## config.mk

```make
export PLATFORM = sky130hd
export DESIGN_NAME = ahb_flash_ctrl
export DESIGN_NICKNAME = d
export VERILOG_FILES = /design/src/logic/flash_cache_pkg.sv /design/src/logic/cache_port_if.sv /design/src/logic/line_fill_if.sv /design/src/logic/ahb_flash_ctrl.sv /design/src/logic/qspi_line_reader.sv /design/src/logic/ahb_cache_ctrl.sv /design/src/logic/line_cache.sv
export VERILOG_INCLUDE_DIRS = /design/src /design/src/logic
export SDC_FILE = /design/constraint.sdc
export NUM_CORES = 2
export LEC_CHECK = 0
export BUFFER_PORTS_ARGS = -buffer_cell sky130_fd_sc_hd__buf_2
export CAP_MARGIN = 20
export CORE_MARGIN = 1.5
export CORE_UTILIZATION = 55
export DETAILED_ROUTE_END_ITERATION = 6
export PLACE_DENSITY = 0.71
export SYNTH_ARGS = -nofsm -noshare
export SYNTH_HDL_FRONTEND = slang
export SYNTH_HIERARCHICAL = 1
export SYNTH_MEMORY_MAX_BITS = 65536
export SYNTH_SLANG_ARGS = --single-unit
```

## constraint.sdc

```tcl
create_clock -name clk -period 24.9 [get_ports clk]
set_input_delay 4.98 -clock clk [delete_from_list [all_inputs] [get_ports clk]]
set_output_delay 4.98 -clock clk [all_outputs]
set_load 0.05 [all_outputs]
```

## src/logic/flash_cache_settings.svh

```systemverilog
`ifndef FLASH_CACHE_SETTINGS_SVH
`define FLASH_CACHE_SETTINGS_SVH

// Cache geometry
`define FC_LINE_BITS        128
`define FC_NUM_LINES        32

// Flash byte address width
`define FC_FLASH_ADDR_BITS  24

// Quad I/O fast read protocol
`define FC_READ_CMD         8'heb
`define FC_MODE_BYTE        8'ha5

// Step at which the flash starts returning data
`define FC_DATA_START       20
// Nibbles in one 128-bit line
`define FC_LINE_NIBBLES     32

`endif
```

## src/logic/flash_cache_pkg.sv

```systemverilog
`include "flash_cache_settings.svh"

package flash_cache_pkg;

    // AHB side
    typedef logic [31:0] ahb_addr_t;
    typedef logic [31:0] word_t;
    typedef logic [1:0]  htrans_t;

    // Flash side
    typedef logic [`FC_FLASH_ADDR_BITS-1:0] flash_addr_t;
    typedef logic [3:0]                     nibble_t;

    // Byte 0 of the line sits in bits 7:0
    typedef logic [`FC_LINE_BITS-1:0] line_t;

    typedef enum logic [1:0] {
        ctrl_idle,
        ctrl_wait_fill,
        ctrl_serve
    } ctrl_state_t;

    typedef enum logic {
        reader_idle,
        reader_read
    } reader_state_t;

endpackage

```

## src/logic/cache_port_if.sv

```systemverilog
`timescale 1ns/1ps

interface cache_port_if;
    import flash_cache_pkg::*;

    // Address phase address, used for the hit check
    flash_addr_t lookup_addr;
    // Data phase address, used for word select and fills
    flash_addr_t data_addr;
    word_t       rdata;
    logic        hit;
    logic        fill_en;
    line_t       fill_line;

    modport ctrl (
        output lookup_addr,
        output data_addr,
        output fill_en,
        output fill_line,
        input  rdata,
        input  hit
    );

    modport cache (
        input  lookup_addr,
        input  data_addr,
        input  fill_en,
        input  fill_line,
        output rdata,
        output hit
    );
endinterface

```

## src/logic/line_fill_if.sv

```systemverilog
`timescale 1ns/1ps

interface line_fill_if;
    import flash_cache_pkg::*;

    // Line-aligned flash address of the requested line
    flash_addr_t addr;
    logic        rd;
    logic        done;
    // Holds from done until the next rd
    line_t       line;

    modport requester (
        output addr,
        output rd,
        input  done,
        input  line
    );

    modport reader (
        input  addr,
        input  rd,
        output done,
        output line
    );
endinterface

```

## src/logic/ahb_flash_ctrl.sv

```systemverilog
`timescale 1ns/1ps
`include "flash_cache_settings.svh"

module ahb_flash_ctrl #(
    parameter int unsigned num_lines = `FC_NUM_LINES
) (
    input  logic                       clk,
    input  logic                       rst_n,

    // AHB-Lite slave, read only
    input  logic                       hsel,
    input  flash_cache_pkg::ahb_addr_t haddr,
    input  flash_cache_pkg::htrans_t   htrans,
    input  logic                       hwrite,
    input  logic                       hready,
    output logic                       hreadyout,
    output flash_cache_pkg::word_t     hrdata,

    // Quad I/O flash pins
    output logic                       sck,
    output logic                       ce_n,
    input  flash_cache_pkg::nibble_t   din,
    output flash_cache_pkg::nibble_t   dout,
    output logic                       douten
);

    line_fill_if fill ();

    ahb_cache_ctrl #(
        .num_lines (num_lines)
    ) i_ahb_cache_ctrl (
        .clk       (clk),
        .rst_n     (rst_n),
        .hsel      (hsel),
        .haddr     (haddr),
        .htrans    (htrans),
        .hwrite    (hwrite),
        .hready    (hready),
        .hreadyout (hreadyout),
        .hrdata    (hrdata),
        .fill      (fill.requester)
    );

    qspi_line_reader i_qspi_line_reader (
        .clk    (clk),
        .rst_n  (rst_n),
        .fill   (fill.reader),
        .sck    (sck),
        .ce_n   (ce_n),
        .din    (din),
        .dout   (dout),
        .douten (douten)
    );

endmodule

```

## src/logic/qspi_line_reader.sv

```systemverilog
`timescale 1ns/1ps
`include "flash_cache_settings.svh"

module qspi_line_reader (
    input  logic                     clk,
    input  logic                     rst_n,
    line_fill_if.reader              fill,
    output logic                     sck,
    output logic                     ce_n,
    input  flash_cache_pkg::nibble_t din,
    output flash_cache_pkg::nibble_t dout,
    output logic                     douten
);
    import flash_cache_pkg::*;

    localparam int unsigned line_bytes = $bits(line_t) / 8;
    localparam int unsigned byte_bits  = $clog2(line_bytes);
    localparam int unsigned last_step  = `FC_DATA_START + `FC_LINE_NIBBLES;
    localparam int unsigned step_bits  = $clog2(last_step + 1);

    localparam logic [step_bits-1:0] data_first = step_bits'(`FC_DATA_START);
    localparam logic [step_bits-1:0] done_step  = step_bits'(last_step);
    // Continuous-read transfers open directly with the address
    localparam logic [step_bits-1:0] cont_start = step_bits'(8);

    localparam logic [7:0] read_cmd  = `FC_READ_CMD;
    localparam logic [7:0] mode_byte = `FC_MODE_BYTE;

    reader_state_t               state;
    logic [step_bits-1:0]        step;
    logic [step_bits-1:0]        data_step;
    logic [byte_bits-1:0]        byte_idx;
    logic                        cont_mode;
    logic                        start;
    logic                        in_data;
    flash_addr_t                 addr_q;
    logic [line_bytes-1:0][7:0]  line_q;

    assign start     = (state == reader_idle) & fill.rd;
    assign fill.done = (state == reader_read) & (step == done_step);

    always_ff @(posedge clk or negedge rst_n) begin
        if (!rst_n) begin
            state <= reader_idle;
        end else if (start) begin
            state <= reader_read;
        end else if (fill.done) begin
            state <= reader_idle;
        end
    end

    // Set after the first complete transfer, flash then stays in continuous read
    always_ff @(posedge clk or negedge rst_n) begin
        if (!rst_n) begin
            cont_mode <= 1'b0;
        end else if (fill.done) begin
            cont_mode <= 1'b1;
        end
    end

    always_ff @(posedge clk or negedge rst_n) begin
        if (!rst_n) begin
            ce_n <= 1'b1;
        end else if (start) begin
            ce_n <= 1'b0;
        end else if (fill.done) begin
            ce_n <= 1'b1;
        end
    end

    // Two clocks per step, low half then high half
    always_ff @(posedge clk or negedge rst_n) begin
        if (!rst_n) begin
            sck <= 1'b0;
        end else if (ce_n || fill.done) begin
            sck <= 1'b0;
        end else begin
            sck <= ~sck;
        end
    end

    always_ff @(posedge clk or negedge rst_n) begin
        if (!rst_n) begin
            step <= '0;
        end else if (state == reader_idle) begin
            step <= cont_mode ? cont_start : '0;
        end else if (sck) begin
            step <= step + 1'b1;
        end
    end

    always_ff @(posedge clk) begin
        if (start) begin
            addr_q <= fill.addr;
        end
    end

    // High nibble of each byte arrives first
    assign in_data   = (state == reader_read) & sck & (step >= data_first) & (step < done_step);
    assign data_step = step - data_first;
    assign byte_idx  = data_step[byte_bits:1];

    always_ff @(posedge clk) begin
        if (in_data) begin
            line_q[byte_idx] <= {line_q[byte_idx][3:0], din};
        end
    end

    assign fill.line = line_q;

    always_comb begin
        dout = '0;
        if (step < cont_start) begin
            // Opcode goes out serially on bit 0, MSB first
            dout = {3'b000, read_cmd[~step[2:0]]};
        end else begin
            case (step)
                8:       dout = addr_q[20 +: 4];
                9:       dout = addr_q[16 +: 4];
                10:      dout = addr_q[12 +: 4];
                11:      dout = addr_q[8 +: 4];
                12:      dout = addr_q[4 +: 4];
                13:      dout = addr_q[0 +: 4];
                14:      dout = mode_byte[7:4];
                15:      dout = mode_byte[3:0];
                default: dout = '0;
            endcase
        end
    end

    // Drive the pins only up to the end of the dummy nibbles
    assign douten = ~ce_n & (step < data_first);

endmodule

```

## src/logic/ahb_cache_ctrl.sv

```systemverilog
`timescale 1ns/1ps
`include "flash_cache_settings.svh"

module ahb_cache_ctrl #(
    parameter int unsigned num_lines = `FC_NUM_LINES
) (
    input  logic                       clk,
    input  logic                       rst_n,
    input  logic                       hsel,
    input  flash_cache_pkg::ahb_addr_t haddr,
    input  flash_cache_pkg::htrans_t   htrans,
    input  logic                       hwrite,
    input  logic                       hready,
    output logic                       hreadyout,
    output flash_cache_pkg::word_t     hrdata,
    line_fill_if.requester             fill
);
    import flash_cache_pkg::*;

    localparam int unsigned addr_bits   = $bits(flash_addr_t);
    localparam int unsigned offset_bits = $clog2($bits(line_t) / 8);

    ctrl_state_t state;
    flash_addr_t haddr_q;
    logic        read_req;
    logic        miss;
    logic        fill_en;

    cache_port_if port ();

    line_cache #(
        .num_lines (num_lines)
    ) i_line_cache (
        .clk   (clk),
        .rst_n (rst_n),
        .port  (port.cache)
    );

    // Accepted read: selected, not a write, NONSEQ or SEQ
    assign read_req = hsel & hready & ~hwrite & htrans[1];
    assign miss     = read_req & ~port.hit;

    // Data phase address follows the bus only when the transfer is accepted
    always_ff @(posedge clk) begin
        if (hready) begin
            haddr_q <= haddr[addr_bits-1:0];
        end
    end

    always_ff @(posedge clk or negedge rst_n) begin
        if (!rst_n) begin
            state     <= ctrl_idle;
            hreadyout <= 1'b1;
        end else begin
            case (state)
                ctrl_wait_fill: begin
                    // Line lands in the cache on this edge
                    if (fill_en) begin
                        state     <= ctrl_serve;
                        hreadyout <= 1'b1;
                    end
                end
                default: begin
                    if (miss) begin
                        state     <= ctrl_wait_fill;
                        hreadyout <= 1'b0;
                    end else if (read_req) begin
                        state     <= ctrl_serve;
                        hreadyout <= 1'b1;
                    end else begin
                        state     <= ctrl_idle;
                        hreadyout <= 1'b1;
                    end
                end
            endcase
        end
    end

    // Cache write one cycle after the reader finishes
    always_ff @(posedge clk or negedge rst_n) begin
        if (!rst_n) begin
            fill_en <= 1'b0;
        end else begin
            fill_en <= fill.done;
        end
    end

    // Miss request goes out during the address phase itself
    assign fill.rd   = miss & (state != ctrl_wait_fill);
    assign fill.addr = {haddr[addr_bits-1:offset_bits], {offset_bits{1'b0}}};

    assign port.lookup_addr = haddr[addr_bits-1:0];
    assign port.data_addr   = haddr_q;
    assign port.fill_en     = fill_en;
    assign port.fill_line   = fill.line;

    assign hrdata = port.rdata;

endmodule

```

## src/logic/line_cache.sv

```systemverilog
`timescale 1ns/1ps
`include "flash_cache_settings.svh"

module line_cache #(
    parameter int unsigned num_lines = `FC_NUM_LINES
) (
    input  logic       clk,
    input  logic       rst_n,
    cache_port_if.cache port
);
    import flash_cache_pkg::*;

    localparam int unsigned addr_bits   = $bits(flash_addr_t);
    localparam int unsigned offset_bits = $clog2($bits(line_t) / 8);
    localparam int unsigned index_bits  = $clog2(num_lines);
    localparam int unsigned tag_bits    = addr_bits - offset_bits - index_bits;
    localparam int unsigned word_lsb    = $clog2($bits(word_t) / 8);
    localparam int unsigned word_bits   = offset_bits - word_lsb;

    logic [num_lines-1:0] valid;
    logic [tag_bits-1:0]  tags  [num_lines];
    line_t                lines [num_lines];

    logic [index_bits-1:0] lookup_index;
    logic [tag_bits-1:0]   lookup_tag;
    logic [index_bits-1:0] data_index;
    logic [tag_bits-1:0]   data_tag;
    logic [word_bits-1:0]  word_sel;
    line_t                 sel_line;

    // Address split: tag | index | byte offset
    assign lookup_index = port.lookup_addr[offset_bits +: index_bits];
    assign lookup_tag   = port.lookup_addr[addr_bits-1 -: tag_bits];
    assign data_index   = port.data_addr[offset_bits +: index_bits];
    assign data_tag     = port.data_addr[addr_bits-1 -: tag_bits];
    assign word_sel     = port.data_addr[word_lsb +: word_bits];

    assign port.hit = valid[lookup_index] & (tags[lookup_index] == lookup_tag);

    assign sel_line   = lines[data_index];
    assign port.rdata = sel_line[word_sel * $bits(word_t) +: $bits(word_t)];

    always_ff @(posedge clk or negedge rst_n) begin
        if (!rst_n) begin
            valid <= '0;
        end else if (port.fill_en) begin
            valid[data_index] <= 1'b1;
        end
    end

    always_ff @(posedge clk) begin
        if (port.fill_en) begin
            tags[data_index]  <= data_tag;
            lines[data_index] <= port.fill_line;
        end
    end

endmodule

```

==> out/qor.csv <==
metric,value,unit
avgSynthCellArea,23.7,um2
grt_max_degree,142,
hold_buffers,0,
layout_common_cells,"4750 x edfxtp_1, 1222 x mux4_2, 461 x clkbuf_16, 195 x buf_4, 163 x mux2i_1",
grt_pass1_vias,88233,
min_period,12860,ps
rows,211,
cp_common_cell,buf_4,
end_kind,output pin,
crit_required,19920,ps
dp.cells,11936,
hold_slack,464,ps
area_growth,11.5,%
dieArea,336000,um2
post_cts.repair.setup_buffers,0,
worstSetupPathType,reg2out,
reg2reg_depth,8,
leakage,63.5,nW
path_cells,"buf_4, buf_12, buf_4, buf_4, mux4_2, mux4_2, mux2i_1, nand2_1, o311ai_1, o31ai_1, buf_2",
tritoncts,yes,
drv_slew,0,
max_slew.worst_pin.slew,1190,ps
layout.cells.most_common,edfxtp_1,
drive_above_1_share,27.8,%
hpwl,226000,um
clockBufferDepth,4,
track_usage,28.0,%
skew,78.8,ps
synth_warnings,6,
grt_pass1_wl,662000,um
multi_input_area,37100,um2
max_freq,77.8,MHz
cts_root_buf,clkbuf_16,
final_cells,12808,
core_area,331000,um2
drc,0,
routed_wl,470000,um
wire_per_inst,36.7,um
gp_congestion,0.769,
p_clk_share,40.3,%
combinationalPowerShare,6.7,%
cts_num_sinks,4796,
cpPeakStageDelay,1000,ps
cts_resized,0,
cts.clk_slew.worst_paths,60,ps
cts_buffers,460,
swShare,22.1,%
path_max_fanout,132,
ios,83,
period_share,51.6,%
rsz0062_at_grt,no,
critPathBufInv,5,
regArea,144000,um2
nets,8115,
vias_per_cell,6.91,
switchingPower,0.00368,W
detail_route.first_pass.iterations,6,
antenna_found_initial,18,
netlist_area,183000,um2
maxCapViolCount,0,
syn_inst,7720,
crit_family,buffers and inverters,
whs_path_depth,1,
relSlewSlack,20.4,%
start_util,55.3,%
fp.dieH,580,um
setup_viol,0,
hp-class,reg2reg,
die_w,580,um
cp_slowest_cell,edfxtp_1,
crit_cells,11,
postRouteAntennaNets,0,
clk_latency,1000,ps
critPathArrivalTime,7880,ps
nFillCells,21504,
seqPwrFrac,52.9,%
num_vias,88541,
status,"finished, final reports clean",
rrSetupSlack,17070,ps
irDropWorstVdd,0.0000734,V
p_int,0.0130,W
grt-ovfl-total,0,
setup_tns,0,ps
io_buffers,71,
htreeDepth,5,
powerDensity,81.7,nW/um2
critPathLaunchType,register,
drt_first_iter_violations,14060,
hold_viol_final,0,
==> power by group through the flow <==
stage / registers, W / logic (W) / clock network [W]
detailed placement: 0.00900 / 0.00111 / 0
global route: 0.00883 / 0.00117 / 0.00709
CTS: 0.00883 / 0.00112 / 0.00680
finish: 0.00883 / 0.00113 / 0.00673
floorplan: 0.00900 / 0.000738 / 0
global placement: 0.00900 / 0.00110 / 0
==> cell type report <==
cell class / instances / share of cell area (%)
Antenna cell: 13 / 0.0159
Tap cell: 4366 / 2.68
Sequential cell: 4796 / 70.4
Clock inverter: 257 / 1.26
Multi-Input combinational cell: 2467 / 18.2
Clock buffer: 570 / 5.85
Inverter: 11 / 0.0202
Timing Repair Buffer: 328 / 1.58
==> layer usage <==
metal | vias up | GRT usage (%) | wire, um
met1 | 47795 | 40.2 | 174000
met4 | 10 | 9.00 | 15600
met3 | 853 | 5.16 | 55900
met5 | - | 0 | 78
li1 | 33900 | - | -
met2 | 5983 | 44.2 | 225000
==> path summary, 6_finish.rpt <==
kind / start / end
max in group asynchronous: rst_n / i_ahb_cache_ctrl/hreadyout
hold / removal: i_ahb_cache_ctrl/i_line_cache/valid[6] / i_ahb_cache_ctrl/i_line_cache/valid[6]
hold reg to reg: i_ahb_cache_ctrl/i_line_cache/valid[6] / i_ahb_cache_ctrl/i_line_cache/valid[6]
min in group asynchronous: rst_n / i_ahb_cache_ctrl/i_line_cache/valid[16]
setup reg to reg: i_ahb_cache_ctrl/haddr_q[5] / i_ahb_cache_ctrl/i_line_cache/lines[10][44]
setup / recovery: i_ahb_cache_ctrl/haddr_q[5] / hrdata[12]
==> state kept, by name (all words and copies together), names as in the netlist, 2 cells and up <==
| signal | flops |
|---|---|
| i_qspi_line_reader/addr_q | 24 |
| i_qspi_line_reader/fill.line | 128 |
| i_qspi_line_reader/step | 6 |
| i_ahb_cache_ctrl/haddr_q | 22 |
| i_ahb_cache_ctrl/i_line_cache/valid | 32 |
| i_ahb_cache_ctrl/state | 2 |
| i_ahb_cache_ctrl/i_line_cache/tags | 480 |
| i_ahb_cache_ctrl/i_line_cache/lines | 4096 |
==> metrics by stage <==
step	util (%)	instance area [um2]	power, W	setup WS, ps
6_report	61.7	204000	0.0167	12040
5_1_grt	61.7	204000	0.0171	11570
4_1_cts	61.5	203000	0.0167	11880
3_5_place_dp	57.1	189000	0.0101	12920
3_3_place_gp	57.1	189000	0.0101	12970
2_1_floorplan	-	183000	0.00973	12250
Note: power is estimated with default switching activity, not from simulation.
